### src/design/cpu9_pkg.sv
package cpu9_pkg;

    localparam int DATA_W      = 8;               // Data word width
    localparam int INSTR_W     = 9;               // Instruction width
    localparam int OP_W        = 3;               // Opcode field
    localparam int REG_AW      = 2;               // Four registers
    localparam int IMM_W       = 6;               // I-format immediate
    localparam int PAD_W       = INSTR_W - OP_W - 2 * REG_AW; // Unused R-format bits
    localparam int PC_W        = 6;               // Program counter
    localparam int IMEM_DEPTH  = 64;              // Program words
    localparam int DMEM_AW     = 8;               // Data memory address
    localparam int DMEM_DEPTH  = 1 << DMEM_AW;    // 256 bytes

    // Forced stop after this many run cycles
    localparam int CYCLE_LIMIT = 4096;
    localparam int CYCLE_W     = 13;              // Must hold CYCLE_LIMIT itself

    localparam logic [OP_W-1:0] OP_ADD   = 3'b000; // r1 = ra + rb
    localparam logic [OP_W-1:0] OP_SUB   = 3'b001; // r1 = ra - rb
    localparam logic [OP_W-1:0] OP_DONE  = 3'b010; // Halt
    localparam logic [OP_W-1:0] OP_AND   = 3'b011; // r1 = ra & rb
    localparam logic [OP_W-1:0] OP_LDI   = 3'b100; // r1 = zext(imm)
    localparam logic [OP_W-1:0] OP_LOAD  = 3'b101; // rb = mem[ra]
    localparam logic [OP_W-1:0] OP_BRZ   = 3'b110; // pc += sext(imm) if r1 == 0
    localparam logic [OP_W-1:0] OP_STORE = 3'b111; // mem[ra] = rb

    localparam logic [REG_AW-1:0] RESULT_REG = 2'd1; // Implicit ALU destination

    // Run controller states
    localparam logic [1:0] ST_HOLD = 2'd0;       // Held and cleared while start high
    localparam logic [1:0] ST_RUN  = 2'd1;       // One instruction per clock
    localparam logic [1:0] ST_FIN  = 2'd2;       // Done until start rises

    // Same 9 bits seen as R-format or I-format
    typedef union packed {
        struct packed {
            logic [OP_W-1:0]   opcode;          // Bits 8..6
            logic [REG_AW-1:0] r_a;             // Bits 5..4
            logic [REG_AW-1:0] r_b;             // Bits 3..2
            logic [PAD_W-1:0]  pad;             // Bits 1..0, ignored
        } r_fmt;
        struct packed {
            logic [OP_W-1:0]  opcode;           // Bits 8..6
            logic [IMM_W-1:0] imm;              // Bits 5..0
        } i_fmt;
    } instr_u;

endpackage
### src/design/instruction_memory.sv
module instruction_memory (
    input  logic                       Clk,
    input  logic                       we,
    input  logic [cpu9_pkg::PC_W-1:0] waddr,
    input  cpu9_pkg::instr_u           wdata,
    input  logic [cpu9_pkg::PC_W-1:0] pc,
    output cpu9_pkg::instr_u           instr
);
    import cpu9_pkg::*;

    instr_u mem [IMEM_DEPTH];  // Program store, loaded from outside

    // Load port
    always_ff @(posedge Clk) begin
        if (we) begin
            mem[waddr] <= wdata;
        end
    end

    assign instr = mem[pc];    // Async fetch

endmodule

### config.mk
export PLATFORM = sky130hd
export DESIGN_NAME = instruction_memory
export DESIGN_NICKNAME = d
export VERILOG_FILES = /design/src/design/cpu9_pkg.sv /design/src/design/instruction_memory.sv
export SDC_FILE = /design/constraint.sdc
export NUM_CORES = 1
export LEC_CHECK = 0
export BUFFER_PORTS_ARGS = -buffer_cell sky130_fd_sc_hd__clkbuf_2
export CAP_MARGIN = 20
export CORE_AREA = 4 4 224 226
export DETAILED_ROUTE_END_ITERATION = 6
export DIE_AREA = 0 0 228 230
export SYNTH_ARGS = -nofsm -noshare
export SYNTH_HDL_FRONTEND = slang
export SYNTH_SLANG_ARGS = --single-unit
export TNS_END_PERCENT = 10
### constraint.sdc
create_clock -name Clk -period 4.8 [get_ports Clk]
set_clock_uncertainty 0.2 [all_clocks]
set_input_delay 0 -clock Clk [delete_from_list [all_inputs] [get_ports Clk]]
set_output_delay 0 -clock Clk [all_outputs]
set_load 0.01 [all_outputs]
* Yosys cells after proc, flatten, opt, wreduce, memory -nomap -nowiden
Memories as Yosys holds them, arrays and structs flattened. Cells that the tools add are included.
Cells by class: mux-type cells 2
Operators with widths (count):
- 1-bit two-way mux | 2
Word-level totals: flip-flop bits (word level) 0, bits in writable memories 576, input port bits 23, memories kept 1
Memory list:
- mem | depth 64, width 9, read ports 1, clocked after Yosys merged registers in 0, write ports 1, line instruction_memory.sv:11 | instr_u mem [IMEM_DEPTH];

* Depth between registers and ports, before layout
depth after elaboration 2, depth in mapped cells 9, gate-level depth less buffers 5

* Least setup slack after synthesis
Ideal clock, no wire load.
path type register -> output, from mem mem[1][8] (netlist name), to out instr[8] (netlist name), data arrival time 1.681 ns, data required time 4.600 ns, slack 2.919 ns, cell stages (with the launch flop) 6, path buffers 0, cells stage by stage edfxtp_1 > mux4_1 > nor2b_1 > a2111oi_0 > a2111oi_0 > a221o_1
RTL lines:
- from (decl) | line instruction_memory.sv:11
- to (decl) | line instruction_memory.sv:7 | output cpu9_pkg::instr_u instr

==> impl_metrics.yaml <==
power_and_ir_drop:
  p_sw_frac: 0.206
  p_sw_mw: 2.20
  p_clk_frac: 0.429
  p_leak_nw: 7.93
  p_comb_frac: 0.049
  pwr-share-seq: 0.522
  power.density_mw_per_mm2: 421
  p_int_mw: 8.49
  ir_drop_uv: 271
logic_synthesis:
  synth_top_cell_by_area: "edfxtp_1"
  syn-mean-instance-area_um2: 22.2
  synth_top_family_by_area: "multiplexers"
  synth_common_cells: "576 x edfxtp_1, 143 x mux4_2, 70 x nor2_1"
  synth.most_common_cell: "edfxtp_1"
  synth-async-reset-ratio: 0
  syn_nets: 1034
  yosys_register_bits: 576
  synth_xor_area_frac: 0
  synth_edf_count: 576
  netlist_area_mm2: 0.0224
  synth_fa_ha_area_frac: 0
  synth_cell_types: 36
  synthMuxAreaShare: 0.165
  yosysSeqAreaShare: 0.772
  synth_top_area_frac: 0.772
  synth.top_cells.by_area: "edfxtp_1 77%, mux4_2 14%, nor2_1 1.2%, mux2i_1 0.98%, mux4_1 0.94%"
  yosys.area_share.simple: 0.0285
  synth_compound_area_frac: 0.0203
  netlist_instances: 1011
  synth_ff_type: "edfxtp_1"
  yosys_warnings: 0
hold_path:
  min_to: "mem[45][4]"
  whs_path_depth: 3
  hp-class: "primary input to flop"
  hp-start: "waddr[5]"
clock_network:
  clk_pin_slew_ps: 60
  clock_path_buffers: 3
  ctsResizeCount: 0
  ctsHoldBuffers: 15
  clock-sinks: 576
  ctsRootBufferMaster: "clkbuf_16"
  h-tree-depth: 2
  cts_buffers: 57
  cts_setup_buffers: 0
  cts_tree: "done"
final_layout:
  syn2layout_area_growth_pct: 13.3
  top_regs: "mem: 576 flops"
  nets: 1112
  drive_above_1_share: 0.258
  largest_reg_flops: 576
  top_register: "mem"
floorplanning:
  die_area_mm2: 0.0524
  die_x_um: 228
  io_pins: 32
  die-height_um: 230
  start_util: 0.464
  num_rows: 81
  core-area_mm2: 0.0483
grt:
  overflow: 0
  grt_pass1_wl_mm: 74.7
  grt_max_degree: 65
  grt_pass1_vias: 10888
  antenna_found_initial: 3
  grt_usage: 0.193
detailed_routing:
  ant_nets: 0
  post_drt_wl_per_cell_um: 28.6
  drtPass1Iterations: 5
  vias: 10455
  viasPerCell: 5.94
  drt_iter0_markers: 1141
  drt_wl_total_mm: 50.3
  drc: 0
placement:
  hpwlAfterDp_mm: 29.2
  gp_congestion: 0.776
  portBuffers: 31
  post-place-ws_ps: 1840
setup_path:
  cp_common_cell: "a2111oi_0"
  worst-setup-path-type: "flop to output port"
  cpPeakStageDelay_ps: 530
  critical_path.cell_chain: "mux4_1, nor2b_1, a2111oi_0, a2111oi_0, a221o_1, clkbuf_2"
  end_kind: "output port"
  critPathRequiredTime_ps: 4600
  slowest_stage: "a2111oi_0"
  crit_arrival_ps: 2890
  start_kind: "flop"
  cp_max_fo: 1
run:
  cap_violations: 0
timing:
  fin_crit_ps: 3090
  setup_viol: 0
  slew_viol_final: 0
  max_freq_ghz: 0.324
  worst_pin_slew_ps: 1100
  hold_viol: 0
  tns_ps: 0
  rsz0062_at_grt: "no"
  fin_crit_sh: 0.643
  layout_setup_ws_ps: 1710
  relSlewSlack: 0.265
run_status:
  outcome: "completed"
==> logic make-up (layout without fill, tap and decap cells) <==
family,after synthesis,count (layout)
AOI/OAI and AO/OA,62,62
buffers and inverters,55,181
DFF,576,576
muxes,177,177
other,0,1
and+or+nand+nor,141,141
==> power by group through the flow <==
stage | sequential, mW | clock, mW | combinational [mW]
2_1_floorplan | 5.68 | 0 | 0.300
3_3_place_gp | 5.68 | 0 | 0.519
3_5_place_dp | 5.68 | 0 | 0.526
4_1_cts | 5.58 | 4.67 | 0.535
5_1_grt | 5.58 | 4.88 | 0.568
6_report | 5.58 | 4.59 | 0.529
==> through the flow <==
stage | area (µm²) | power [mW] | instances | utilization | hold WS, ps
3_5_place_dp | 23300 | 6.21 | 1633 | 0.481 | 425
2_1_floorplan | 22400 | 5.98 | 1011 | - | -101
3_3_place_gp | 23300 | 6.20 | 1632 | 0.481 | 411
4_1_cts | 25300 | 10.8 | 1755 | 0.524 | 16.8
5_1_grt | 25400 | 11.0 | 1759 | 0.525 | 58.3
6_report | 25400 | 10.7 | 1760 | 0.525 | 68.2
==> cell type report <==
| class | count | area (µm²) |
|---|---|---|
| diodes | 1 | 2.50 |
| clock buffers | 68 | 1510 |
| clock inverters | 39 | 418 |
| fillers | 3724 | 23000 |
| inverters | 1 | 3.75 |
| multi-input cells | 380 | 4800 |
| flip-flops and latches | 576 | 17300 |
| well taps | 622 | 778 |
| repair buffers | 73 | 583 |
==> worst max-delay path: cells and delay by family, from the launching register on <==
family | cells | cell delay [ps]
mux | 1 | 490
compound gates | 3 | 1130
buf+inv | 1 | 160
simple gates | 1 | 140
flops | 1 | 360
==> metal layers <==
metal	global-route usage	routed length [µm]	up-vias
li1	-	-	4435
met1	0.277	21500	5520
met2	0.299	23500	387
met3	0.0421	3510	109
met4	0.0674	1720	4
met5	0	25	-
==> worst max-delay path by stage <==
stage               startpoint  endpoint  slack (ps)  depth (start not counted)
finish               mem[1][8]  instr[8]        1710                          6
global route        mem[11][2]  instr[2]        1710                          6
CTS                  mem[1][8]  instr[8]        1710                          6
detailed placement       pc[0]  instr[8]        1840                          7
global placement         pc[0]  instr[8]        1830                          7
floorplan            mem[1][8]  instr[8]        2920                          5
==> placed cells by master, fill, tap and decap left out, types with 4 or more instances in the layout <==
cell and n:
o22ai_1 8, clkinv_2 11, edfxtp_1 576, nand2_1 24, o21ai_1 5, o211ai_1 5
nor2b_1 14, nand2b_1 6, and2_1 4, dlygate4sd3_1 15, clkbuf_1 9, clkinv_1 14
mux2_2 4, buf_6 6, a22oi_1 17, a21oi_1 5, bufinv_16 9, buf_4 20
clkbuf_2 28, nand3_1 12, mux4_2 143, nor2_1 70, mux4_1 8, o221ai_1 5
mux2i_1 22, clkbuf_16 59, a2111oi_0 6
(Power assumes the default switching activity.)
