`config.mk`:
```
export PLATFORM = sky130hd
export DESIGN_NAME = data_memory_flat
export DESIGN_NICKNAME = d
export VERILOG_FILES = /design/src/design/cpu9_pkg.sv /design/src/design/cpu9_ctrl_if.sv /design/src/design/data_memory.sv /design/src/flat_wrapper.sv
export SDC_FILE = /design/constraint.sdc
export NUM_CORES = 2
export LEC_CHECK = 0
export BUFFER_PORTS_ARGS = -buffer_cell sky130_fd_sc_hd__buf_4
export CAP_MARGIN = 15
export CORE_MARGIN = 4
export CORE_UTILIZATION = 65
export CTS_BUF_LIST = sky130_fd_sc_hd__clkbuf_16
export DETAILED_ROUTE_END_ITERATION = 6
export GPL_ROUTABILITY_DRIVEN = 1
export MAX_ROUTING_LAYER = met4
export PLACE_DENSITY = 0.91
export RECOVER_POWER = 25
export SYNTH_ARGS = -nofsm -noshare
export SYNTH_HDL_FRONTEND = slang
export SYNTH_SLANG_ARGS = --single-unit
```
`constraint.sdc`:
```
create_clock -name Clk -period 6.53 [get_ports Clk]
set_input_delay 1.306 -clock Clk [delete_from_list [all_inputs] [get_ports Clk]]
set_output_delay 1.306 -clock Clk [all_outputs]
set_load 0.02 [all_outputs]
```
`src/design/cpu9_pkg.sv`:
```
package cpu9_pkg;

    localparam int DATA_W      = 8;               // Data word width
    localparam int INSTR_W     = 9;               // Instruction width
    localparam int OP_W        = 3;               // Opcode field
    localparam int REG_AW      = 2;               // Four registers
    localparam int IMM_W       = 6;               // I-format immediate
    localparam int PAD_W       = INSTR_W - OP_W - 2 * REG_AW; // Unused R-format bits
    localparam int PC_W        = 6;               // Program counter
    localparam int IMEM_DEPTH  = 64;              // Program words
    localparam int DMEM_AW     = 8;               // Data memory address
    localparam int DMEM_DEPTH  = 1 << DMEM_AW;    // 256 bytes

    // Forced stop after this many run cycles
    localparam int CYCLE_LIMIT = 4096;
    localparam int CYCLE_W     = 13;              // Must hold CYCLE_LIMIT itself

    localparam logic [OP_W-1:0] OP_ADD   = 3'b000; // r1 = ra + rb
    localparam logic [OP_W-1:0] OP_SUB   = 3'b001; // r1 = ra - rb
    localparam logic [OP_W-1:0] OP_DONE  = 3'b010; // Halt
    localparam logic [OP_W-1:0] OP_AND   = 3'b011; // r1 = ra & rb
    localparam logic [OP_W-1:0] OP_LDI   = 3'b100; // r1 = zext(imm)
    localparam logic [OP_W-1:0] OP_LOAD  = 3'b101; // rb = mem[ra]
    localparam logic [OP_W-1:0] OP_BRZ   = 3'b110; // pc += sext(imm) if r1 == 0
    localparam logic [OP_W-1:0] OP_STORE = 3'b111; // mem[ra] = rb

    localparam logic [REG_AW-1:0] RESULT_REG = 2'd1; // Implicit ALU destination

    // Run controller states
    localparam logic [1:0] ST_HOLD = 2'd0;       // Held and cleared while start high
    localparam logic [1:0] ST_RUN  = 2'd1;       // One instruction per clock
    localparam logic [1:0] ST_FIN  = 2'd2;       // Done until start rises

    // Same 9 bits seen as R-format or I-format
    typedef union packed {
        struct packed {
            logic [OP_W-1:0]   opcode;          // Bits 8..6
            logic [REG_AW-1:0] r_a;             // Bits 5..4
            logic [REG_AW-1:0] r_b;             // Bits 3..2
            logic [PAD_W-1:0]  pad;             // Bits 1..0, ignored
        } r_fmt;
        struct packed {
            logic [OP_W-1:0]  opcode;           // Bits 8..6
            logic [IMM_W-1:0] imm;              // Bits 5..0
        } i_fmt;
    } instr_u;

endpackage
```
`src/design/cpu9_ctrl_if.sv`:
```
interface cpu9_ctrl_if;
    import cpu9_pkg::*;

    logic [REG_AW-1:0] r_a;          // First register field
    logic [REG_AW-1:0] r_b;          // Second register field
    logic [IMM_W-1:0]  imm;          // Raw immediate
    logic [OP_W-1:0]   alu_op;       // ALU function
    logic              reg_we;       // Register write
    logic              dest_from_rb; // LOAD writes rb, not r1
    logic              use_imm;      // LDI operand select
    logic              mem_read;     // Write-back from memory
    logic              mem_write;    // STORE
    logic              branch;       // BRZ
    logic              halt;         // DONE

    modport dec (
        output r_a, r_b, imm, alu_op, reg_we, dest_from_rb,
        output use_imm, mem_read, mem_write, branch, halt
    );

    modport dp (
        input r_a, r_b, imm, alu_op, reg_we, dest_from_rb,
        input use_imm, mem_read, mem_write, branch, halt
    );

endinterface

```
`src/design/data_memory.sv`:
```
module data_memory (
    input  logic                          Clk,
    input  logic                          rst_n,
    cpu9_ctrl_if.dp                       ctrl,
    input  logic [cpu9_pkg::DATA_W-1:0]  addr,
    input  logic [cpu9_pkg::DATA_W-1:0]  wdata,
    output logic [cpu9_pkg::DATA_W-1:0]  rdata,
    input  logic [cpu9_pkg::DMEM_AW-1:0] dbg_addr,
    output logic [cpu9_pkg::DATA_W-1:0]  dbg_data
);
    import cpu9_pkg::*;

    logic [DATA_W-1:0] mem [DMEM_DEPTH];

    // Only reset clears the array, a restart keeps old results
    always_ff @(posedge Clk or negedge rst_n) begin
        if (!rst_n) begin
            for (int i = 0; i < DMEM_DEPTH; i++) begin
                mem[i] <= '0;
            end
        end else if (ctrl.mem_write) begin
            mem[addr] <= wdata;  // STORE
        end
    end

    assign rdata    = mem[addr];      // Processor port
    assign dbg_data = mem[dbg_addr];  // Debug port

endmodule

```
`src/flat_wrapper.sv`:
```
// flat-port wrapper written by rule: the top's interface ports become plain ports
module data_memory_flat import cpu9_pkg::*;
  (Clk, rst_n, addr, wdata, rdata, dbg_addr, dbg_data, ctrl_r_a, ctrl_r_b, ctrl_imm, ctrl_alu_op, ctrl_reg_we, ctrl_dest_from_rb, ctrl_use_imm, ctrl_mem_read, ctrl_mem_write, ctrl_branch, ctrl_halt);
  cpu9_ctrl_if ctrl_i ();
  input  logic Clk;
  input  logic rst_n;
  input  logic [cpu9_pkg::DATA_W-1:0] addr;
  input  logic [cpu9_pkg::DATA_W-1:0] wdata;
  output logic [cpu9_pkg::DATA_W-1:0] rdata;
  input  logic [cpu9_pkg::DMEM_AW-1:0] dbg_addr;
  output logic [cpu9_pkg::DATA_W-1:0] dbg_data;
  input wire logic [$bits(ctrl_i.r_a)-1:0] ctrl_r_a;
  input wire logic [$bits(ctrl_i.r_b)-1:0] ctrl_r_b;
  input wire logic [$bits(ctrl_i.imm)-1:0] ctrl_imm;
  input wire logic [$bits(ctrl_i.alu_op)-1:0] ctrl_alu_op;
  input wire logic [$bits(ctrl_i.reg_we)-1:0] ctrl_reg_we;
  input wire logic [$bits(ctrl_i.dest_from_rb)-1:0] ctrl_dest_from_rb;
  input wire logic [$bits(ctrl_i.use_imm)-1:0] ctrl_use_imm;
  input wire logic [$bits(ctrl_i.mem_read)-1:0] ctrl_mem_read;
  input wire logic [$bits(ctrl_i.mem_write)-1:0] ctrl_mem_write;
  input wire logic [$bits(ctrl_i.branch)-1:0] ctrl_branch;
  input wire logic [$bits(ctrl_i.halt)-1:0] ctrl_halt;
  assign ctrl_i.r_a = ctrl_r_a;
  assign ctrl_i.r_b = ctrl_r_b;
  assign ctrl_i.imm = ctrl_imm;
  assign ctrl_i.alu_op = ctrl_alu_op;
  assign ctrl_i.reg_we = ctrl_reg_we;
  assign ctrl_i.dest_from_rb = ctrl_dest_from_rb;
  assign ctrl_i.use_imm = ctrl_use_imm;
  assign ctrl_i.mem_read = ctrl_mem_read;
  assign ctrl_i.mem_write = ctrl_mem_write;
  assign ctrl_i.branch = ctrl_branch;
  assign ctrl_i.halt = ctrl_halt;
  data_memory u_core (.Clk(Clk), .rst_n(rst_n), .ctrl(ctrl_i), .addr(addr), .wdata(wdata), .rdata(rdata), .dbg_addr(dbg_addr), .dbg_data(dbg_data));
endmodule
```
Word level (Yosys, flattened, before mapping) --
Index checks and enable logic that the tools add are counted.
Cells by class: order comparisons 3, reductions and logical operators 1, multiplexer cells 9, bitwise operators 2
Operator list (number):
- $bwmux W2048 | 1
- $bmux W8 S8 | 2
- $demux W8 S8 | 1
- $mux W8 | 5
- $ge A9 B9 Y1 const B | 2
- $not A8 Y9 | 2
- $lt A9 B1 Y1 const B | 1
- $logic_and A1 B1 Y1 | 1
Word-level totals: output and inout bits 16, word-level logic and storage cells 271, register bits 2048

Depth between registers and ports, before layout --
depth in word-level cells 6, gate-level depth with buffers 11

Worst setup path after synthesis --
Ideal clock, no wire load.
path kind input to output, from input addr[1] (netlist bit), to output rdata[1] (netlist bit), path buffers 5, arrival time 3.868 ns, required time 5.224 ns, cell stages on the path 10, slack 1.356 ns, cells stage by stage buf_4 -> buf_2 -> buf_2 -> clkbuf_1 -> clkbuf_1 -> mux4_2 -> a221oi_1 -> o22ai_1 -> a2111oi_0 -> nand4_1
On the way: longest elaborated chain between the ends 4
RTL lines:
- start, declared | line flat_wrapper.sv:7 | input logic [cpu9_pkg::DATA_W-1:0] addr;
- $not A8 Y9 (not written as such) | line data_memory.sv:26 | assign rdata = mem[addr];
- $bmux W8 S8 | line data_memory.sv:26
- $mux W8 (not written as such) (2 in a row) | line data_memory.sv:26
- end, declared | line flat_wrapper.sv:9 | output logic [cpu9_pkg::DATA_W-1:0] rdata;
Every way passes these cells. The select of a mux whose other input is x is not followed.

Final worst setup path --
from input dbg_addr[0] (netlist bit), to output dbg_data[7] (netlist bit)
On the way: longest elaborated chain between the ends 4
RTL lines:
- start, declared | line flat_wrapper.sv:10 | input logic [cpu9_pkg::DMEM_AW-1:0] dbg_addr;
- $not A8 Y9 (not written as such) | line data_memory.sv:27 | assign dbg_data = mem[dbg_addr];
- $bmux W8 S8 | line data_memory.sv:27
- $mux W8 (not written as such) (2 in a row) | line data_memory.sv:27
- end, declared | line flat_wrapper.sv:11 | output logic [cpu9_pkg::DATA_W-1:0] dbg_data;
Every way passes these cells. The select of a mux whose other input is x is not followed.

==> reports/qor.yml <==
cts_buffers: 204
maxSlewHeadroom_pct: -189.6
synthesis.nets: 7125
grt_pass1_vias: 77776
placed_cell_area_sq_um: 113300
hold_path.class: "flip-flop to flip-flop"
grt_use_total_pct: 42.48
worstSetupEndpointType: "output pin"
critPathTopFamily: "buffers and inverters"
clockBufferDepth: 3
min_period_ns: 6.551
fin_crit_sh_pct: 100.3
seq_area_frac_synth_pct: 46.88
slowest_stage: "nor3_1"
setup_viol: 1
die_area_sq_um: 174800
synth_area_leader_cell: "dfrtp_1"
worstSkewPairLatency_ns: 0.89
crit_arrival_ns: 5.25
worstPathCellList: "buf_8 > buf_4 > buf_4 > mux4_2 > mux4_2 > nand2_1 > o31ai_1 > nor3_1 > buf_4 > nor4_1 > buf_4 > buf_4"
drt_iter0_drc: 11877
syn_avg_cell_area_sq_um: 15.44
place_inst: 9052
powerDensity_nw_per_um2: 239.7
fmax_ghz: 0.1526
yosys_register_bits: 2048
maxCapViolCount: 5
port_buffers: 42
synth_top_area_share_pct: 46.88
cts-root-buf: "clkbuf_16"
antenna_left: 0
antenna_found_initial: 33
start_kind: "input port"
yosysWarnings: 0
drc_errors: 0
largest-register: "u_core.mem"
stdcell_count: 9481
syn2layout_area_growth_pct: 9.518
synth_edf_count: 0
worstPathBufferInverterCount: 6
violations: "capacitance limit, slew limit, setup timing"
required_ns: 5.22
cts_tree: "yes"
final_cell_area_sq_um: 119700
finalHoldViolCount: 0
setup_ws_ns: -0.02141
tightest_slew_ns: 4.344
cp_slowest_stage_delay_ns: 0.87
drtPass1Iterations: 7
drive_gt1_share_pct: 53.52
clkTransAtPathRegs_ns: 0.06
synth_ff_type: "dfrtp_1"
vias: 75601
chipHeight_um: 418.1
dp_hpwl_mm: 225.8
gp_congestion: 1.011
rsz0062_at_grt: "no"
wirelength_mm: 356.3
io_pins: 62
via_per_inst: 7.974
grt_max_degree: 186
syn-cell-area_sq_um: 109300
cts_sinks: 2048
fp.coreArea_sq_um: 167200
wire_per_inst_um: 37.58
async_reset_ff_share_pct: 100.0
slew_viol_final: 463
final.setup_skew_ns: 0
critPathKind: "input port to output pin"
cts_max_level: 4
ctsHoldBuffers: 0
grt_pass1_wl_mm: 527.3
grt_remaining_overflow: 0
synth_cells: 7079
worstPathMaxFanout: 16
leakagePower_nw: 54.36
largest_reg_flops: 2048
synth_area_leaders: "dfrtp_1, mux2_2, mux4_2"
largest_registers: "u_core.mem (2048)"
ys_types: 59
max-vdd-ir-drop_uv: 339.9
die_w_um: 418.1
rows: 150
cpMostUsedCell: "buf_4"
start_util_pct: 65.37
fin_nets: 7100
status: "finished, violations left"
==> through the flow <==
step	TNS, ns	hold WS, ns	setup slack [ns]	power (mW)	util, %
after floorplan	0	0.4911	1.356	15.93	-
after global placement	-0.1610	0.4991	-0.1610	17.10	67.74
after detailed placement	-0.1905	0.5084	-0.1594	17.29	67.74
after CTS	0	0.3442	0.1340	28.53	71.57
after global routing	0	0.5385	0.008303	29.35	71.58
final	-0.02141	0.5249	-0.02141	28.70	71.59
==> cell usage after synthesis, drive strengths merged (63+ instances only) <==
master,number
mux2i,286
o22ai,63
nor2,190
nand2,172
dfrtp,2048
clkbuf,395
a22oi,106
buf,234
o221ai,103
a21oi,101
mux4,1018
mux2,2060
nor3,69
==> logic make-up (layout without fill, tap and decap cells) <==
logic type	Yosys count	after routing	share of synthesized area, %
muxes	3364	3364	44.81
DFF	2048	2048	46.88
buffers and inverters	633	780	2.637
and+or+nand+nor	567	567	2.568
AOI/OAI and AO/OA	467	467	3.101
other	0	51	0
==> per-layer routing <==
layer / GRT usage [%] / wire length (um)
met5: - / 0
met4: 29.70 / 32180
met3: 17.68 / 51790
met2: 59.11 / 157100
met1: 50.30 / 115200
==> path summary, 6_finish.rpt <==
kind                       depth (start not counted)          endpoint             start  slack (ns)
setup / recovery                                  12       dbg_data[7]       dbg_addr[0]       -0.02
max in group asynchronous                          2   u_core.mem[988]             rst_n        0.95
hold reg to reg                                    1  u_core.mem[1221]  u_core.mem[1221]        0.52
setup reg to reg                                   1   u_core.mem[336]   u_core.mem[336]        5.64
hold / removal                                     1  u_core.mem[1221]  u_core.mem[1221]        0.52
min in group asynchronous                          1  u_core.mem[1982]             rst_n        2.00
==> what timing repair did <==
action,CTS,global route
gates cloned,0,0
resized for setup,2,4
endpoints found under the setup margin,2,3
buffers inserted,0,0
==> cell usage in the layout (no fill, tap or decap), types with 101 or more instances in the layout <==
master	count
mux2i_1	286
dfrtp_1	2048
clkbuf_16	205
o221ai_1	103
nand2_1	166
a21oi_1	101
buf_4	312
a22oi_1	104
nor2_1	101
mux2_2	2060
mux4_2	1018
==> layout make-up <==
class                   count  area, sq um
flip-flops and latches   2048        51250
inverters                   4        18.77
repair buffers            398         3836
clock inverters           173         1267
fillers                  9501        47500
clock buffers             205         5130
well taps                2204         2758
diodes                     51        127.6
multi-input cells        4398        55330
==> where the power goes <==
group          internal [mW]  switching (mW)
clock                   6.09            5.35
combinational           1.52            1.94
sequential              13.3           0.499
total                   20.9            7.79
Note: power is estimated with default switching activity, not from simulation.
