## config.mk

```make
export PLATFORM = sky130hd
export DESIGN_NAME = fetch_unit_flat
export DESIGN_NICKNAME = d
export VERILOG_FILES = /design/src/design/cpu9_pkg.sv /design/src/design/cpu9_ctrl_if.sv /design/src/design/fetch_unit.sv /design/src/flat_wrapper.sv
export SDC_FILE = /design/constraint.sdc
export NUM_CORES = 1
export LEC_CHECK = 0
export BUFFER_PORTS_ARGS = -buffer_cell sky130_fd_sc_hd__buf_4
export CORE_ASPECT_RATIO = 1.1
export CORE_MARGIN = 5
export CORE_UTILIZATION = 53
export CTS_CLUSTER_SIZE = 14
export DETAILED_ROUTE_END_ITERATION = 8
export PLACE_DENSITY = 0.78
export SYNTH_ARGS = -nofsm -noshare
export SYNTH_HDL_FRONTEND = slang
export SYNTH_SLANG_ARGS = --single-unit
```

## constraint.sdc

```tcl
create_clock -name Clk -period 2.4 [get_ports Clk]
set_input_delay 0.36 -clock Clk [delete_from_list [all_inputs] [get_ports Clk]]
set_output_delay 0.36 -clock Clk [all_outputs]
set_load 0.03 [all_outputs]
```

## src/design/cpu9_pkg.sv

```systemverilog
package cpu9_pkg;

    localparam int DATA_W      = 8;               // Data word width
    localparam int INSTR_W     = 9;               // Instruction width
    localparam int OP_W        = 3;               // Opcode field
    localparam int REG_AW      = 2;               // Four registers
    localparam int IMM_W       = 6;               // I-format immediate
    localparam int PAD_W       = INSTR_W - OP_W - 2 * REG_AW; // Unused R-format bits
    localparam int PC_W        = 6;               // Program counter
    localparam int IMEM_DEPTH  = 64;              // Program words
    localparam int DMEM_AW     = 8;               // Data memory address
    localparam int DMEM_DEPTH  = 1 << DMEM_AW;    // 256 bytes

    // Forced stop after this many run cycles
    localparam int CYCLE_LIMIT = 4096;
    localparam int CYCLE_W     = 13;              // Must hold CYCLE_LIMIT itself

    localparam logic [OP_W-1:0] OP_ADD   = 3'b000; // r1 = ra + rb
    localparam logic [OP_W-1:0] OP_SUB   = 3'b001; // r1 = ra - rb
    localparam logic [OP_W-1:0] OP_DONE  = 3'b010; // Halt
    localparam logic [OP_W-1:0] OP_AND   = 3'b011; // r1 = ra & rb
    localparam logic [OP_W-1:0] OP_LDI   = 3'b100; // r1 = zext(imm)
    localparam logic [OP_W-1:0] OP_LOAD  = 3'b101; // rb = mem[ra]
    localparam logic [OP_W-1:0] OP_BRZ   = 3'b110; // pc += sext(imm) if r1 == 0
    localparam logic [OP_W-1:0] OP_STORE = 3'b111; // mem[ra] = rb

    localparam logic [REG_AW-1:0] RESULT_REG = 2'd1; // Implicit ALU destination

    // Run controller states
    localparam logic [1:0] ST_HOLD = 2'd0;       // Held and cleared while start high
    localparam logic [1:0] ST_RUN  = 2'd1;       // One instruction per clock
    localparam logic [1:0] ST_FIN  = 2'd2;       // Done until start rises

    // Same 9 bits seen as R-format or I-format
    typedef union packed {
        struct packed {
            logic [OP_W-1:0]   opcode;          // Bits 8..6
            logic [REG_AW-1:0] r_a;             // Bits 5..4
            logic [REG_AW-1:0] r_b;             // Bits 3..2
            logic [PAD_W-1:0]  pad;             // Bits 1..0, ignored
        } r_fmt;
        struct packed {
            logic [OP_W-1:0]  opcode;           // Bits 8..6
            logic [IMM_W-1:0] imm;              // Bits 5..0
        } i_fmt;
    } instr_u;

endpackage
```

## src/design/cpu9_ctrl_if.sv

```systemverilog
interface cpu9_ctrl_if;
    import cpu9_pkg::*;

    logic [REG_AW-1:0] r_a;          // First register field
    logic [REG_AW-1:0] r_b;          // Second register field
    logic [IMM_W-1:0]  imm;          // Raw immediate
    logic [OP_W-1:0]   alu_op;       // ALU function
    logic              reg_we;       // Register write
    logic              dest_from_rb; // LOAD writes rb, not r1
    logic              use_imm;      // LDI operand select
    logic              mem_read;     // Write-back from memory
    logic              mem_write;    // STORE
    logic              branch;       // BRZ
    logic              halt;         // DONE

    modport dec (
        output r_a, r_b, imm, alu_op, reg_we, dest_from_rb,
        output use_imm, mem_read, mem_write, branch, halt
    );

    modport dp (
        input r_a, r_b, imm, alu_op, reg_we, dest_from_rb,
        input use_imm, mem_read, mem_write, branch, halt
    );

endinterface

```

## src/design/fetch_unit.sv

```systemverilog
module fetch_unit (
    input  logic                       Clk,
    input  logic                       rst_n,
    input  logic                       start,
    cpu9_ctrl_if.dp                    ctrl,
    input  logic                       zero,
    output logic [cpu9_pkg::PC_W-1:0] pc,
    output logic                       run,
    output logic                       clear,
    output logic                       done
);
    import cpu9_pkg::*;

    logic [1:0]         state;
    logic [1:0]         state_next;
    logic [CYCLE_W-1:0] cycle_cnt;  // Run cycles since start fell
    logic [CYCLE_W-1:0] cycle_inc;
    logic               limit_hit;
    logic [PC_W-1:0]    br_off;     // Signed branch offset
    logic [PC_W-1:0]    pc_next;

    assign cycle_inc = cycle_cnt + 1'b1;
    assign limit_hit = (cycle_inc == CYCLE_W'(CYCLE_LIMIT)); // Last allowed cycle

    assign br_off  = PC_W'(signed'(ctrl.imm)); // Sign-extend
    // Branch is low outside run, so decode alone picks the target
    assign pc_next = (ctrl.branch && zero) ? pc + br_off : pc + 1'b1;

    always_comb begin
        state_next = state;
        if (start) begin
            state_next = ST_HOLD;               // Start wins in every state
        end else begin
            case (state)
                ST_HOLD: state_next = ST_RUN;   // Start fell
                ST_RUN: begin
                    if (ctrl.halt || limit_hit) begin
                        state_next = ST_FIN;
                    end
                end
                ST_FIN:  state_next = ST_FIN;   // Wait for start
                default: state_next = ST_HOLD;
            endcase
        end
    end

    always_ff @(posedge Clk or negedge rst_n) begin
        if (!rst_n) begin
            state     <= ST_HOLD;
            pc        <= '0;
            cycle_cnt <= '0;
        end else begin
            state <= state_next;
            if (start) begin
                pc        <= '0;                // Restart from word 0
                cycle_cnt <= '0;
            end else if (run) begin
                pc        <= pc_next;
                cycle_cnt <= cycle_inc;
            end
        end
    end

    assign run   = (state == ST_RUN);
    assign clear = (state == ST_HOLD);
    assign done  = (state == ST_FIN);

endmodule

```

## src/flat_wrapper.sv

```systemverilog
// flat-port wrapper written by rule: the top's interface ports become plain ports
module fetch_unit_flat import cpu9_pkg::*;
  (Clk, rst_n, start, zero, pc, run, clear, done, ctrl_r_a, ctrl_r_b, ctrl_imm, ctrl_alu_op, ctrl_reg_we, ctrl_dest_from_rb, ctrl_use_imm, ctrl_mem_read, ctrl_mem_write, ctrl_branch, ctrl_halt);
  cpu9_ctrl_if ctrl_i ();
  input  logic Clk;
  input  logic rst_n;
  input  logic start;
  input  logic zero;
  output logic [cpu9_pkg::PC_W-1:0] pc;
  output logic run;
  output logic clear;
  output logic done;
  input wire logic [$bits(ctrl_i.r_a)-1:0] ctrl_r_a;
  input wire logic [$bits(ctrl_i.r_b)-1:0] ctrl_r_b;
  input wire logic [$bits(ctrl_i.imm)-1:0] ctrl_imm;
  input wire logic [$bits(ctrl_i.alu_op)-1:0] ctrl_alu_op;
  input wire logic [$bits(ctrl_i.reg_we)-1:0] ctrl_reg_we;
  input wire logic [$bits(ctrl_i.dest_from_rb)-1:0] ctrl_dest_from_rb;
  input wire logic [$bits(ctrl_i.use_imm)-1:0] ctrl_use_imm;
  input wire logic [$bits(ctrl_i.mem_read)-1:0] ctrl_mem_read;
  input wire logic [$bits(ctrl_i.mem_write)-1:0] ctrl_mem_write;
  input wire logic [$bits(ctrl_i.branch)-1:0] ctrl_branch;
  input wire logic [$bits(ctrl_i.halt)-1:0] ctrl_halt;
  assign ctrl_i.r_a = ctrl_r_a;
  assign ctrl_i.r_b = ctrl_r_b;
  assign ctrl_i.imm = ctrl_imm;
  assign ctrl_i.alu_op = ctrl_alu_op;
  assign ctrl_i.reg_we = ctrl_reg_we;
  assign ctrl_i.dest_from_rb = ctrl_dest_from_rb;
  assign ctrl_i.use_imm = ctrl_use_imm;
  assign ctrl_i.mem_read = ctrl_mem_read;
  assign ctrl_i.mem_write = ctrl_mem_write;
  assign ctrl_i.branch = ctrl_branch;
  assign ctrl_i.halt = ctrl_halt;
  fetch_unit u_core (.Clk(Clk), .rst_n(rst_n), .start(start), .ctrl(ctrl_i), .zero(zero), .pc(pc), .run(run), .clear(clear), .done(done));
endmodule
```

==> Word level (Yosys, flattened, before mapping) <==
Index checks and enable logic that the tools add are counted.
{ "totals": {"out_inout_bits": 9, "wordCells": 22, "in_bits": 24, "register_bits": 21} }
{ "op_classes": {"n_reduce_logical": 4, "add_sub_neg": 3, "eq_ne": 4, "muxes": 8} }
{ "ops": {"columns": ["op", "count"], "rows": [
  ["two-way mux 13 bit", 2],
  ["two-way mux 6 bit", 3],
  ["adder 13 x 1 -> 13 bit, second input constant", 1],
  ["equality test 13 bit, second input constant", 1],
  ["adder 6 x 1 -> 6 bit, second input constant", 1],
  ["adder 6 bit", 1],
  ["case mux 2 bit (3 select lines)", 1],
  ["two-way mux 2 bit", 2],
  ["inequality test 3 x 2 -> 1 bit, second input constant", 1],
  ["equality test 2 x 1 -> 1 bit, second input constant", 1],
  ["equality test 2 bit, second input constant", 1],
  ["zero test 2 bit", 1],
  ["nonzero test 2 bit", 1],
  ["logical AND 1 bit", 1],
  ["logical OR 1 bit", 1]
]} }

==> Depth between registers and ports, before layout <==
{ "depth": {"word_depth": 6, "mapped_depth": 10, "mapped_depth_nobuf": 10} }

==> Least setup slack after synthesis <==
OpenSTA, ideal clock, no wires.
{ "synth_timing": {"path_kind": "reg2reg", "startpoint": "reg u_core.pc[1] (netlist name)", "endpoint": "reg u_core.pc[5] (netlist name)", "setup_ns": 0.128, "path_buffers": 0, "period_less_slack_ns": 1.942, "setup_slack_ns": 0.458, "arrival_ns": 1.815, "required_time_ns": 2.272, "path_stages_with_launch": 8, "cell_sequence": "dfrtp_1 -> ha_1 -> a21o_1 -> a21o_1 -> a21oi_1 -> nand2_1 -> o211ai_1 -> mux2_1"} }
{ "synth_via": {"elab_chain_cells": 4, "elab_cells_between_ends": 5, "classes_between": "2 x add/sub; 3 x mux"} }
{ "synth_lines": {"columns": ["item", "line_no", "text"], "rows": [
  ["start, declared", "fetch_unit.sv:7", "output logic [cpu9_pkg::PC_W-1:0] pc,"],
  ["start signal, assigned", "fetch_unit.sv:58", "pc <= pc_next;"],
  ["adder 6 x 1 -> 6 bit or adder 6 bit (tied branches)", "fetch_unit.sv:27", "assign pc_next = (ctrl.branch && zero) ? pc + br_off : pc + 1'b1;"],
  ["two-way mux 6 bit *", "fetch_unit.sv:27", null],
  ["two-way mux 6 bit *", "fetch_unit.sv:57", "end else if (run) begin"],
  ["two-way mux 6 bit *", "fetch_unit.sv:54", "if (start) begin"]
]} }
Mark *: on every way between the ends. The rest lies on a longest branch, timed or not. The select of a mux whose other input is x is not followed.
A chain may end at the register's enable or synchronous reset.

==> Worst setup path after layout <==
{ "layout_timing": {"startpoint": "reg u_core.cycle_cnt[0]", "endpoint": "reg u_core.state[0]"} }
{ "layout_via": {"elab_chain_cells": 4} }
{ "layout_lines": {"columns": ["item", "line_no", "text"], "rows": [
  ["start, declared", "fetch_unit.sv:16", "logic [CYCLE_W-1:0] cycle_cnt;"],
  ["start signal, assigned", "fetch_unit.sv:59", "cycle_cnt <= cycle_inc;"],
  ["adder 13 x 1 -> 13 bit", "fetch_unit.sv:22", "assign cycle_inc = cycle_cnt + 1'b1;"],
  ["equality test 13 bit", "fetch_unit.sv:23", "assign limit_hit = (cycle_inc == CYCLE_W'(CYCLE_LIMIT));"],
  ["logical OR 1 bit", "fetch_unit.sv:37", "if (ctrl.halt || limit_hit) begin"],
  ["inequality test 3 x 2 -> 1 bit (no source line)", null, null],
  ["end signal, assigned", "fetch_unit.sv:53", "state <= state_next;"],
  ["end, declared", "fetch_unit.sv:14", "logic [1:0] state;"]
]} }
No other way between the ends.

==> impl_metrics.ini <==
[cts]
clk_path_buf_depth = 2
clkSinkCount = 21
cts_tree = done
clockRootBuffer = clkbuf_4
clk_pin_slew_worst_paths_ns = 0.12
clock_tree.htree_level_count = 1
post_cts_buffers = 0
post_cts_resized = 0
numCtsBuffers = 3
clk_latency_ns = 0.30

[global_route]
globalRouteTotalUtil_pct = 15.84
antenna_found_initial = 0
grt_max_degree = 25
grt_pass1_wl_um = 4878
overflow = 0
grt_pass1_vias = 1224

[place]
dpl_cell_area_um2 = 1593
gp_congestion = 0.7892
hpwl_um = 2069
port_buffers = 20
dp.cells = 201

[logic_synthesis]
ys_ff_latch = 21
seq_area_frac_synth_pct = 36.11
synth_flop_cell = dfrtp_1
synthesis.nets = 190
synth_area_leaders = dfrtp_1 (36%), ha_1 (8.6%), xor2_1 (6.6%)
ys_types = 39
synth.top_cell.area_share_pct = 36.11
synthArstFlopShare_pct = 100.0
synth_area_per_cell_um2 = 9.388
synthesis.area_um2 = 1455
ys_warn_count = 0
synth_edf_count = 0
syn_inst = 155
synth_top_area_cell = dfrtp_1

[timing]
rsz0062_at_grt = no
worstMarginPinSlew_ns = 0.3988
period_share_pct = 86.50
fin_hold_ws_ns = 0.3930
slew_headroom_pct = 72.73
skew_ns = 0.001642
finalHoldViolCount = 0
finalSetupViolations = 0
max_freq_mhz = 481.7
period_needed_ns = 2.076
tns_ns = 0
drv_slew = 0

[hold_path]
whs_path_depth = 2
whs_endpoint = u_core.cycle_cnt[6]
min_from = start
hp-class = input port to flip-flop

[worst_setup_path]
rr_worst_depth = 7
rrSetupSlack_ns = 0.32
cp_max_fo = 7
worstSetupStartpointType = flip-flop
cp.required_ns = 2.63
crit_arrival_ns = 2.30
critPathCaptureType = flip-flop
r2r-start = u_core.cycle_cnt[0]
r2r-end = u_core.state[0]
crit_type = flip-flop to flip-flop

[route]
dr.pass1.iters = 4
viasPerCell = 5.607
antenna_left = 0
num_vias = 1155
drt_iter0_markers = 31
post_drt_wl_per_cell_um = 13.37
wirelength_um = 2754
remaining_drc_errors = 0

[run_status]
status = completed

[layout]
fin_util_pct = 60.32
diodes = 0
register_area_um2 = 525.5
final_net_count = 209
layout_common_cells = buf_4 (21), dfrtp_1 (21), nor2_1 (20)
fin_area_um2 = 1630
num-fill-cells = 243
multi_input_area_um2 = 842.1
syn_to_final_growth_pct = 12.04
drive_gt1_share_pct = 15.61
instances_no_fill = 206

[floorplan]
fp.dieW_um = 59.96
core_region_area_um2 = 2703
die_height_um = 64.96
dieArea_um2 = 3895
start_util_pct = 53.84
ios = 33
std_cell_rows = 20

[job]
drv_cap = 0

[power_and_ir_drop]
peakVddDrop_uv = 632.7
p_per_area_nw_per_um2 = 719.8
leakage_nw = 0.7812
-- cell usage after synthesis, types with 2 or more instances --
cell type   n
buf_6       4
nand3_1    11
xnor2_1     6
clkbuf_1    3
a21o_1      3
nand2b_1    2
nor2b_1     2
nor4_1      3
inv_1       7
nand4_1     4
nand2_1     7
mux2i_1     7
nor2_1     20
dfrtp_1    21
xor2_1     11
and3_1      5
nor3b_1     2
ha_1       10
a211oi_1    2
or2b_1      2
or3_1       2
a21oi_1     4
-- final cells by class --
cell class,instances,area share [%]
inverters,7,1.612
multi-input cells,119,51.65
repair buffers,22,10.28
clock inverters,1,0.3070
well taps,33,2.533
clock buffers,3,1.381
flip-flops and latches,21,32.23
-- state kept, by name, summed over array words and instances, names as in the netlist --
signal	flops
u_core.cycle_cnt	13
u_core.pc	6
u_core.state	2
-- stage by stage --
step           worst slack, ns  power, mW
2_1_floorplan           0.4578     0.8578
3_3_place_gp            0.2813     0.9833
3_5_place_dp            0.2183      1.009
4_1_cts                 0.3162      1.186
5_1_grt                 0.1438      1.252
6_report                0.3240      1.173
-- worst max-delay path, stage by stage, from the launching register on --
cell and delay (ns):
dfrtp_1 0.45, ha_1 0.33, nand3_1 0.15, nor3_2 0.26, and3_1 0.19, o32ai_1 0.07
o41a_1 0.37, mux2i_1 0.18
-- worst max-delay path by stage --
stage                      endpoint  cells past startpoint  slack [ns]           startpoint
floorplan              u_core.pc[5]                      7        0.46         u_core.pc[1]
global placement       u_core.pc[5]                     10        0.28          ctrl_branch
detailed placement     u_core.pc[5]                     10        0.22          ctrl_branch
CTS                 u_core.state[0]                      7        0.32  u_core.cycle_cnt[0]
global route        u_core.state[1]                      7        0.14  u_core.cycle_cnt[0]
finish              u_core.state[0]                      7        0.32  u_core.cycle_cnt[0]
-- metal layers --
layer	up-vias	track usage, %	wire length, um
li1	574	-	-
met1	564	18.45	1200
met2	15	28.65	1451
met3	2	1.992	88
met4	0	5.817	13
met5	-	0	0
-- power breakdown --
part | total, mW | leakage [nW] | switching [mW] | internal, mW
combinational | 0.546 | 0.474 | 0.318 | 0.228
clock | 0.173 | 0.0177 | 0.111 | 0.0620
sequential | 0.455 | 0.289 | 0.0524 | 0.403
-- cell families after synthesis --
group,Yosys count,share of synthesized area [%]
xor gates and xnor gates,17,10.23
adders and majority gates,11,9.974
and+or+nand+nor,66,23.90
AOI/OAI and AO/OA,17,8.168
DFF,21,36.11
muxes,8,5.589
buffers and inverters,15,6.019
-- timing repair --
action,in CTS,in global routing
setup endpoints to repair,0,0
hold buffers,1,0
endpoints found under the hold margin,21,0
Power figures use the tool's default switching activity.
