==> src/design/cpu9_pkg.sv <==
package cpu9_pkg;

    localparam int DATA_W      = 8;               // Data word width
    localparam int INSTR_W     = 9;               // Instruction width
    localparam int OP_W        = 3;               // Opcode field
    localparam int REG_AW      = 2;               // Four registers
    localparam int IMM_W       = 6;               // I-format immediate
    localparam int PAD_W       = INSTR_W - OP_W - 2 * REG_AW; // Unused R-format bits
    localparam int PC_W        = 6;               // Program counter
    localparam int IMEM_DEPTH  = 64;              // Program words
    localparam int DMEM_AW     = 8;               // Data memory address
    localparam int DMEM_DEPTH  = 1 << DMEM_AW;    // 256 bytes

    // Forced stop after this many run cycles
    localparam int CYCLE_LIMIT = 4096;
    localparam int CYCLE_W     = 13;              // Must hold CYCLE_LIMIT itself

    localparam logic [OP_W-1:0] OP_ADD   = 3'b000; // r1 = ra + rb
    localparam logic [OP_W-1:0] OP_SUB   = 3'b001; // r1 = ra - rb
    localparam logic [OP_W-1:0] OP_DONE  = 3'b010; // Halt
    localparam logic [OP_W-1:0] OP_AND   = 3'b011; // r1 = ra & rb
    localparam logic [OP_W-1:0] OP_LDI   = 3'b100; // r1 = zext(imm)
    localparam logic [OP_W-1:0] OP_LOAD  = 3'b101; // rb = mem[ra]
    localparam logic [OP_W-1:0] OP_BRZ   = 3'b110; // pc += sext(imm) if r1 == 0
    localparam logic [OP_W-1:0] OP_STORE = 3'b111; // mem[ra] = rb

    localparam logic [REG_AW-1:0] RESULT_REG = 2'd1; // Implicit ALU destination

    // Run controller states
    localparam logic [1:0] ST_HOLD = 2'd0;       // Held and cleared while start high
    localparam logic [1:0] ST_RUN  = 2'd1;       // One instruction per clock
    localparam logic [1:0] ST_FIN  = 2'd2;       // Done until start rises

    // Same 9 bits seen as R-format or I-format
    typedef union packed {
        struct packed {
            logic [OP_W-1:0]   opcode;          // Bits 8..6
            logic [REG_AW-1:0] r_a;             // Bits 5..4
            logic [REG_AW-1:0] r_b;             // Bits 3..2
            logic [PAD_W-1:0]  pad;             // Bits 1..0, ignored
        } r_fmt;
        struct packed {
            logic [OP_W-1:0]  opcode;           // Bits 8..6
            logic [IMM_W-1:0] imm;              // Bits 5..0
        } i_fmt;
    } instr_u;

endpackage
==> src/design/cpu9_ctrl_if.sv <==
interface cpu9_ctrl_if;
    import cpu9_pkg::*;

    logic [REG_AW-1:0] r_a;          // First register field
    logic [REG_AW-1:0] r_b;          // Second register field
    logic [IMM_W-1:0]  imm;          // Raw immediate
    logic [OP_W-1:0]   alu_op;       // ALU function
    logic              reg_we;       // Register write
    logic              dest_from_rb; // LOAD writes rb, not r1
    logic              use_imm;      // LDI operand select
    logic              mem_read;     // Write-back from memory
    logic              mem_write;    // STORE
    logic              branch;       // BRZ
    logic              halt;         // DONE

    modport dec (
        output r_a, r_b, imm, alu_op, reg_we, dest_from_rb,
        output use_imm, mem_read, mem_write, branch, halt
    );

    modport dp (
        input r_a, r_b, imm, alu_op, reg_we, dest_from_rb,
        input use_imm, mem_read, mem_write, branch, halt
    );

endinterface

==> src/design/execute_unit.sv <==
module execute_unit (
    cpu9_ctrl_if.dp                      ctrl,
    input  logic [cpu9_pkg::DATA_W-1:0] data_a,
    input  logic [cpu9_pkg::DATA_W-1:0] data_b,
    input  logic [cpu9_pkg::DATA_W-1:0] data_r1,
    input  logic [cpu9_pkg::DATA_W-1:0] mem_rdata,
    output logic [cpu9_pkg::DATA_W-1:0] wdata,
    output logic                         zero
);
    import cpu9_pkg::*;

    logic [DATA_W-1:0] imm_ext;  // Zero-extended immediate
    logic [DATA_W-1:0] op_a;
    logic [DATA_W-1:0] op_b;
    logic [DATA_W-1:0] alu_out;

    assign imm_ext = DATA_W'(ctrl.imm);

    always_comb begin
        if (ctrl.branch) begin
            op_a = '0;               // Compare r1 against zero
            op_b = data_r1;
        end else if (ctrl.use_imm) begin
            op_a = '0;               // LDI
            op_b = imm_ext;
        end else begin
            op_a = data_a;
            op_b = data_b;
        end
    end

    always_comb begin
        case (ctrl.alu_op)
            OP_SUB:  alu_out = op_a - op_b;  // Wraps at 8 bits
            OP_AND:  alu_out = op_a & op_b;
            default: alu_out = op_a + op_b;  // ADD, LDI
        endcase
    end

    assign zero  = (alu_out == '0);
    assign wdata = ctrl.mem_read ? mem_rdata : alu_out; // LOAD write-back

endmodule

==> src/flat_wrapper.sv <==
// flat-port wrapper written by rule: the top's interface ports become plain ports
module execute_unit_flat import cpu9_pkg::*;
  (data_a, data_b, data_r1, mem_rdata, wdata, zero, ctrl_r_a, ctrl_r_b, ctrl_imm, ctrl_alu_op, ctrl_reg_we, ctrl_dest_from_rb, ctrl_use_imm, ctrl_mem_read, ctrl_mem_write, ctrl_branch, ctrl_halt);
  cpu9_ctrl_if ctrl_i ();
  input  logic [cpu9_pkg::DATA_W-1:0] data_a;
  input  logic [cpu9_pkg::DATA_W-1:0] data_b;
  input  logic [cpu9_pkg::DATA_W-1:0] data_r1;
  input  logic [cpu9_pkg::DATA_W-1:0] mem_rdata;
  output logic [cpu9_pkg::DATA_W-1:0] wdata;
  output logic zero;
  input wire logic [$bits(ctrl_i.r_a)-1:0] ctrl_r_a;
  input wire logic [$bits(ctrl_i.r_b)-1:0] ctrl_r_b;
  input wire logic [$bits(ctrl_i.imm)-1:0] ctrl_imm;
  input wire logic [$bits(ctrl_i.alu_op)-1:0] ctrl_alu_op;
  input wire logic [$bits(ctrl_i.reg_we)-1:0] ctrl_reg_we;
  input wire logic [$bits(ctrl_i.dest_from_rb)-1:0] ctrl_dest_from_rb;
  input wire logic [$bits(ctrl_i.use_imm)-1:0] ctrl_use_imm;
  input wire logic [$bits(ctrl_i.mem_read)-1:0] ctrl_mem_read;
  input wire logic [$bits(ctrl_i.mem_write)-1:0] ctrl_mem_write;
  input wire logic [$bits(ctrl_i.branch)-1:0] ctrl_branch;
  input wire logic [$bits(ctrl_i.halt)-1:0] ctrl_halt;
  assign ctrl_i.r_a = ctrl_r_a;
  assign ctrl_i.r_b = ctrl_r_b;
  assign ctrl_i.imm = ctrl_imm;
  assign ctrl_i.alu_op = ctrl_alu_op;
  assign ctrl_i.reg_we = ctrl_reg_we;
  assign ctrl_i.dest_from_rb = ctrl_dest_from_rb;
  assign ctrl_i.use_imm = ctrl_use_imm;
  assign ctrl_i.mem_read = ctrl_mem_read;
  assign ctrl_i.mem_write = ctrl_mem_write;
  assign ctrl_i.branch = ctrl_branch;
  assign ctrl_i.halt = ctrl_halt;
  execute_unit u_core (.ctrl(ctrl_i), .data_a(data_a), .data_b(data_b), .data_r1(data_r1), .mem_rdata(mem_rdata), .wdata(wdata), .zero(zero));
endmodule
==> config.mk <==
export PLATFORM = sky130hd
export DESIGN_NAME = execute_unit_flat
export DESIGN_NICKNAME = d
export VERILOG_FILES = /design/src/design/cpu9_pkg.sv /design/src/design/cpu9_ctrl_if.sv /design/src/design/execute_unit.sv /design/src/flat_wrapper.sv
export SDC_FILE = /design/constraint.sdc
export NUM_CORES = 1
export LEC_CHECK = 0
export BUFFER_PORTS_ARGS = -buffer_cell sky130_fd_sc_hd__buf_2
export CAP_MARGIN = 20
export CORE_MARGIN = 1
export CORE_UTILIZATION = 50
export DETAILED_ROUTE_END_ITERATION = 8
export PLACE_DENSITY = 0.95
export SLEW_MARGIN = 20
export SYNTH_ARGS = -nofsm -noshare
export SYNTH_HDL_FRONTEND = slang
export SYNTH_SLANG_ARGS = --single-unit
export TNS_END_PERCENT = 50
==> constraint.sdc <==
create_clock -name vclk -period 10.9
set_clock_uncertainty 0.15 [all_clocks]
set_input_delay 1.09 -clock vclk [all_inputs]
set_output_delay 1.09 -clock vclk [all_outputs]
set_load 0.03 [all_outputs]
; Word-level counts from Yosys, hierarchy flattened
; Cells that the tools add are included.
[op_classes]
n_bitwise = 1
reduce_logical = 1
eq_ne = 2
mux = 6
addsub = 2
[op_table]
columns = op, count
row1 = 2-to-1 mux 8 bit, 5
row2 = one-hot mux 8 bit (2 select lines), 1
row3 = adder 8 bit, 1
row4 = AND 8 bit, 1
row5 = zero test 8 bit, 1
row6 = subtractor 8 bit, 1
row7 = == test 3 x 1 -> 1 bit (second input constant), 1
row8 = == test 3 x 2 -> 1 bit (second input constant), 1
[word_totals]
elab_cells = 12
in_bits = 52
regBits = 0

; Logic depth before layout (Yosys ltp)
; Gate-level depths: netlist of the first run.
[logic_depth]
depth_word = 5
depth_mapped = 14

; Worst setup path after synthesis of the first run
; No wires, ideal clock.
[synth_path]
kind = input to output
from = in ctrl_use_imm
to = out zero
arrival_ns = 4.417
cell_stages = 13
slack_ns = 5.243
path_cell_list = buf_6 -> mux2_2 -> mux2i_1 -> ha_1 -> inv_1 -> mux2_2 -> fa_1 -> a211oi_2 -> o21bai_2 -> mux2i_1 -> nor2_1 -> or4b_1 -> a211oi_1
[synth_between]
elab_chain_cells = 5
[synth_rtl]
columns = element, line
row1 = from (decl), flat_wrapper.sv:17  ; input wire logic [$bits(ctrl_i.use_imm)-1:0] ctrl_use_imm;
row2 = 2-to-1 mux 8 bit, execute_unit.sv:23  ; end else if (ctrl.use_imm) begin
row3 = 2-to-1 mux 8 bit, execute_unit.sv:20  ; if (ctrl.branch) begin
row4 = adder 8 bit (tied with other cells), execute_unit.sv:36  ; default: alu_out = op_a + op_b;
row5 = one-hot mux 8 bit (2 select lines) (*), execute_unit.sv:33  ; case (ctrl.alu_op)
row6 = zero test 8 bit (*), execute_unit.sv:40  ; assign zero = (alu_out == '0);
row7 = to (decl), flat_wrapper.sv:10  ; output logic zero;
; Mark *: on every way between the ends. The rest lies on a longest branch, timed or not.

; Final worst setup path of the first run
; Ends and elaborated chain as after synthesis.

==> impl_metrics.py, run 1 <==
metrics = {
    "worst_setup_path": {
        "required_ns": 9.66,
        "path_class": "in -> out",
        "critPathMaxStageDelay_ns": 0.48,
        "worst_path_max_delay_cell": "or4_1",
        "critical_path.cell_chain": "buf_2, mux2_2, mux2i_1, ha_1, nand2_1, o21ba_2, xnor2_1, ha_1, or4_1, o21ai_0, a31oi_1, xnor2_2, xor2_1, a211oi_1, buf_2",
        "start_kind": "input port",
        "cp-end-kind": "output port",
        "critical_path.max_fanout": 9,
        "arrival_ns": 4.46,
        "startpoint": "ctrl_use_imm",
    },
    "sta": {
        "fmax_ghz": 0.175,
        "setup_slack_ns": 5.20,
        "maxSlewViolCount": 0,
        "finalHoldViolations": 0,
        "worst_pin_slew_ns": 0.836,
        "fin_crit_sh_pct": 52.3,
        "period_needed_ns": 5.70,
        "maxSlewHeadroom_pct": 44.1,
        "rsz0062_at_grt": "false",
        "tns_ns": 0,
        "setup_viol": 0,
    },
    "drt": {
        "via_count": 1193,
        "drtIter0Drc": 56,
        "route.final.wire_length_um": 2860,
        "drc_errors": 0,
        "first_pass_iters": 4,
        "routedWlPerCell_um": 13.7,
        "via_per_inst": 5.71,
        "postRouteAntennaNets": 0,
    },
    "layout": {
        "stdcell_area_um2": 1270,
        "clockBufferCount": 0,
        "final_layout_size_suffix_gt1_share_pct": 39.7,
        "layout_common_cells": "buf_2, nor2_1, o21ai_0, ha_1, nand2_1",
        "multi_input_area_um2": 942,
        "final_common_cell": "buf_2",
        "final_nets": 248,
        "fillers": 167,
        "regArea_um2": 0,
        "antenna_cells": 0,
        "syn_to_final_growth_pct": 26.3,
        "seq_cell_count": 0,
    },
    "synthesis": {
        "synthXorXnorAreaFrac_pct": 9.46,
        "synth_area_um2": 1000,
        "synth_top_family_by_area": "simple AND/OR/NAND/NOR gates",
        "yosysWarnings": 0,
        "ys_top_cells_by_area": "ha_1, mux2i_1, mux2_2",
        "avgSynthCellArea_um2": 7.44,
        "synth_nets": 197,
        "synth_compound_area_share_pct": 25.7,
        "synth_fa_ha_area_share_pct": 13.2,
        "synthCells": 135,
        "synth_seq_area_share_pct": 0,
        "synth_cell_types": 53,
        "synth_mux_area_share_pct": 16.3,
        "synth_simple_gate_area_share_pct": 29.1,
        "synth_top_area_share_pct": 11.2,
        "synth_top_cell_by_area": "ha_1",
    },
    "floorplan": {
        "core_um2": 1800,
        "initial_core_util_pct": 55.8,
        "pin_count": 61,
        "rows": 15,
        "die_area_um2": 2190,
        "dieHeight_um": 46.8,
        "fp.dieW_um": 46.8,
    },
    "place": {
        "io_buffers": 53,
        "dp_hpwl_um": 2400,
        "place.gp.congestion": 0.865,
        "dp_slack_ns": 5.25,
        "placed_area_um2": 1270,
    },
    "grt": {
        "grt_max_degree": 15,
        "antenna_found_initial": 0,
        "grt_pass1_vias": 1029,
        "grt_overflow": 0,
        "track_usage_pct": 25.5,
        "grt_pass1_wl_um": 4160,
    },
    "job": {
        "cap_violations": 0,
    },
    "clocking": {
        "cts_hold_buf": 0,
        "cts_resized": 0,
        "cts_setup_buffers": 0,
    },
    "power_and_ir_drop": {
        "power.total_mw": 0.0910,
        "cellPowerDensity_nw_per_um2": 71.7,
        "leakagePower_nw": 0.632,
        "vdd_ir_drop_max_mv": 0.0327,
    },
    "min_path": {
        "min-delay-start": "mem_rdata[2]",
        "min_path_type": "in -> out",
    },
    "outcome": {
        "outcome": "finished clean",
    },
}
==> worst max-delay path, delay by kind of cell <==
kind | cells | cell delay, ns
buf+inv | 2 | 0.46
compound gates | 4 | 0.65
mux | 2 | 0.61
xor+xnor | 3 | 0.49
simple gates | 2 | 0.55
fa+ha+maj | 2 | 0.61
==> through the flow <==
| stage | hold WS (ns) | utilization, % | std cells |
|---|---|---|---|
| after floorplan | 2.24 | - | 135 |
| final | 2.39 | 70.4 | 209 |
| after global routing | 2.43 | 70.4 | 209 |
| after detailed placement | 2.39 | 70.4 | 209 |
| after CTS | 2.39 | 70.4 | 209 |
| after global placement | 2.38 | 70.4 | 209 |
==> per-layer routing <==
metal	GRT usage (%)	part of all wire (%)	wire length (um)
met1	31.0	43	1240
met2	50.3	50	1440
met3	0.769	6.2	177
met4	3.43	0.35	10
met5	0	0	0
==> power breakdown <==
part | switching, mW | internal, mW
Clock | 0 | 0
Combinational | 0.0519 | 0.0390
Sequential | 0 | 0
==> cell type report <==
type	instances	share of cell area (%)
Inverter	8	2.37
Tap cell	25	2.47
Timing Repair Buffer	53	20.9
Multi-Input combinational cell	123	74.3
==> Yosys cell counts (2+ instances only) <==
library cell and instances:
a21oi_1 6, a31oi_1 3, and2_1 3, buf_2 2, buf_6 2, ha_1 9, inv_1 7, mux2_2 6
mux2i_1 7, nand2_1 8, nand3_1 5, nand3b_1 4, nor2_1 13, nor3_1 3, nor3b_1 2, o21ai_0 10
o21ai_1 2, xnor2_1 4, xor2_1 5
==> worst paths after layout <==
kind | end | depth (start not counted) | slack, ns
worst max-delay path | zero | 15 | 5.20
worst min-delay path | wdata[2] | 4 | 2.39
==> kinds of logic after synthesis <==
logic type / Yosys count
AO/OA/AOI/OAI: 36
XOR/XNOR: 10
adder cells (fa/ha/maj): 10
buffers and inverters: 12
multiplexers: 15
AND/OR/NAND/NOR: 52
(Power assumes the default switching activity.)
==> inputs of run 2 (changes only) <==
--- a/config.mk
+++ b/config.mk
@@ -8,9 +8,9 @@
 export BUFFER_PORTS_ARGS = -buffer_cell sky130_fd_sc_hd__buf_2
 export CAP_MARGIN = 20
 export CORE_MARGIN = 1
-export CORE_UTILIZATION = 50
+export CORE_UTILIZATION = 46
 export DETAILED_ROUTE_END_ITERATION = 8
-export PLACE_DENSITY = 0.95
+export PLACE_DENSITY = 0.94
 export SLEW_MARGIN = 20
 export SYNTH_ARGS = -nofsm -noshare
 export SYNTH_HDL_FRONTEND = slang
==> constraint.sdc (replaced) <==
create_clock -name vclk -period 5.25
set_clock_uncertainty 0.15 [all_clocks]
set_input_delay 0.525 -clock vclk [all_inputs]
set_output_delay 0.525 -clock vclk [all_outputs]
set_load 0.03 [all_outputs]
==> run 2 against run 1 <==
Setup slack worse by 4.5 ns. Non-clock buffer count is 1 higher. Via count is 1.5% higher. Global-route usage is 2.3 points lower. First-iteration DRC count is 32% lower. Routed wire length is 4.3% lower. Sequential cell count stayed put. Combinational power is 110% higher. Die area is 8.3% higher. Cell count is 1.4% higher. Critical endpoint unchanged.
==> impl_metrics.py, run 2 (same netlist as run 1, synthesis figures left out) <==
metrics = {
    "sta": {
        "maxSlewViolCount": 0,
        "fin_crit_sh_pct": 87.6,
        "rsz0062_at_grt": "false",
        "setup_viol": 0,
        "worst_pin_slew_ns": 0.457,
        "fmax_ghz": 0.217,
        "finalHoldViolations": 0,
        "tns_ns": 0,
        "maxSlewHeadroom_pct": 69.4,
        "period_needed_ns": 4.60,
    },
    "power_and_ir_drop": {
        "power.total_mw": 0.188,
        "vdd_ir_drop_max_mv": 0.0780,
        "leakagePower_nw": 0.638,
        "cellPowerDensity_nw_per_um2": 147,
    },
    "place": {
        "dp_hpwl_um": 2330,
        "place.gp.congestion": 0.911,
        "io_buffers": 53,
        "dp.cells": 212,
    },
    "layout": {
        "final_cells": 212,
        "final_nets": 249,
        "final_common_cell": "buf_2",
        "syn_to_final_growth_pct": 27.3,
        "clockBufferCount": 0,
        "seq_cell_count": 0,
        "regArea_um2": 0,
        "antenna_cells": 0,
        "final_layout_size_suffix_gt1_share_pct": 40.0,
        "layout_common_cells": "buf_2, nor2_1, o21ai_0, ha_1, nand2_1",
    },
    "grt": {
        "track_usage_pct": 23.2,
        "grt_pass1_vias": 1103,
        "grt_pass1_wl_um": 4570,
        "grt_overflow": 0,
        "grt_max_degree": 15,
        "antenna_found_initial": 0,
    },
    "worst_setup_path": {
        "start_kind": "input port",
        "critical_path.max_fanout": 9,
        "required_ns": 4.58,
        "path_class": "in -> out",
        "cp-end-kind": "output port",
        "arrival_ns": 3.92,
    },
    "floorplan": {
        "core_um2": 2000,
        "fp.dieW_um": 48.7,
        "pin_count": 61,
        "initial_core_util_pct": 50.2,
        "dieHeight_um": 48.7,
        "die_area_um2": 2380,
        "rows": 16,
    },
    "min_path": {
        "hold_depth": 4,
        "whs_endpoint": "wdata[2]",
        "min_path_type": "in -> out",
        "min-delay-start": "mem_rdata[2]",
    },
    "job": {
        "cap_violations": 0,
    },
    "drt": {
        "routedWlPerCell_um": 12.9,
        "via_count": 1211,
        "route.final.wire_length_um": 2740,
        "drc_errors": 0,
        "via_per_inst": 5.71,
        "drtIter0Drc": 38,
        "postRouteAntennaNets": 0,
        "first_pass_iters": 4,
    },
    "clocking": {
        "cts_resized": 0,
        "cts_hold_buf": 0,
        "cts_setup_buffers": 0,
    },
    "outcome": {
        "outcome": "finished clean",
    },
}
-- run 2: how the worst max path moves through the flow --
stage                 start    to  cells after the start
2_1_floorplan  ctrl_use_imm  zero                     13
3_3_place_gp   ctrl_use_imm  zero                     15
3_5_place_dp   ctrl_use_imm  zero                     15
4_1_cts        ctrl_use_imm  zero                     15
5_1_grt        ctrl_use_imm  zero                     14
6_report       ctrl_use_imm  zero                     15
-- run 2: where the power goes --
group	switching [mW]	internal [mW]
logic	0.106	0.0814
registers	0	0
clock network	0	0
total	0.106	0.0814
-- run 2: critical path, cell delays in order --
cell	delay (ns)
buf_2	0.24
mux2_2	0.37
mux2i_1	0.24
ha_1	0.26
nand2_1	0.06
o21ba_2	0.22
xnor2_1	0.13
ha_1	0.35
or4_1	0.49
o21ai_0	0.10
a31oi_1	0.10
xnor2_2	0.19
xor2_1	0.16
a211oi_1	0.24
buf_2	0.24
-- run 2: cell type report --
type / instances / area (um2)
fillers: 202 / 723
inverters: 8 / 30.0
multi-input cells: 123 / 942
well taps: 27 / 33.8
repair buffers: 54 / 273
-- run 2: through the flow --
stage	util [%]	worst slack, ns	cell area, um2	hold slack, ns
finish	63.9	0.652	1280	1.26
global route	63.9	0.449	1280	1.28
CTS	63.9	0.698	1280	1.26
detailed placement	63.9	0.703	1280	1.26
global placement	63.9	0.779	1280	1.25
floorplan	-	0.723	1000	1.11
-- run 2: metal layers --
layer	track usage (%)	vias up	wire (um)
li1	-	601	-
met1	29.7	547	1170
met2	42.8	59	1340
met3	1.57	4	182
met4	3.43	0	39
met5	0	-	0
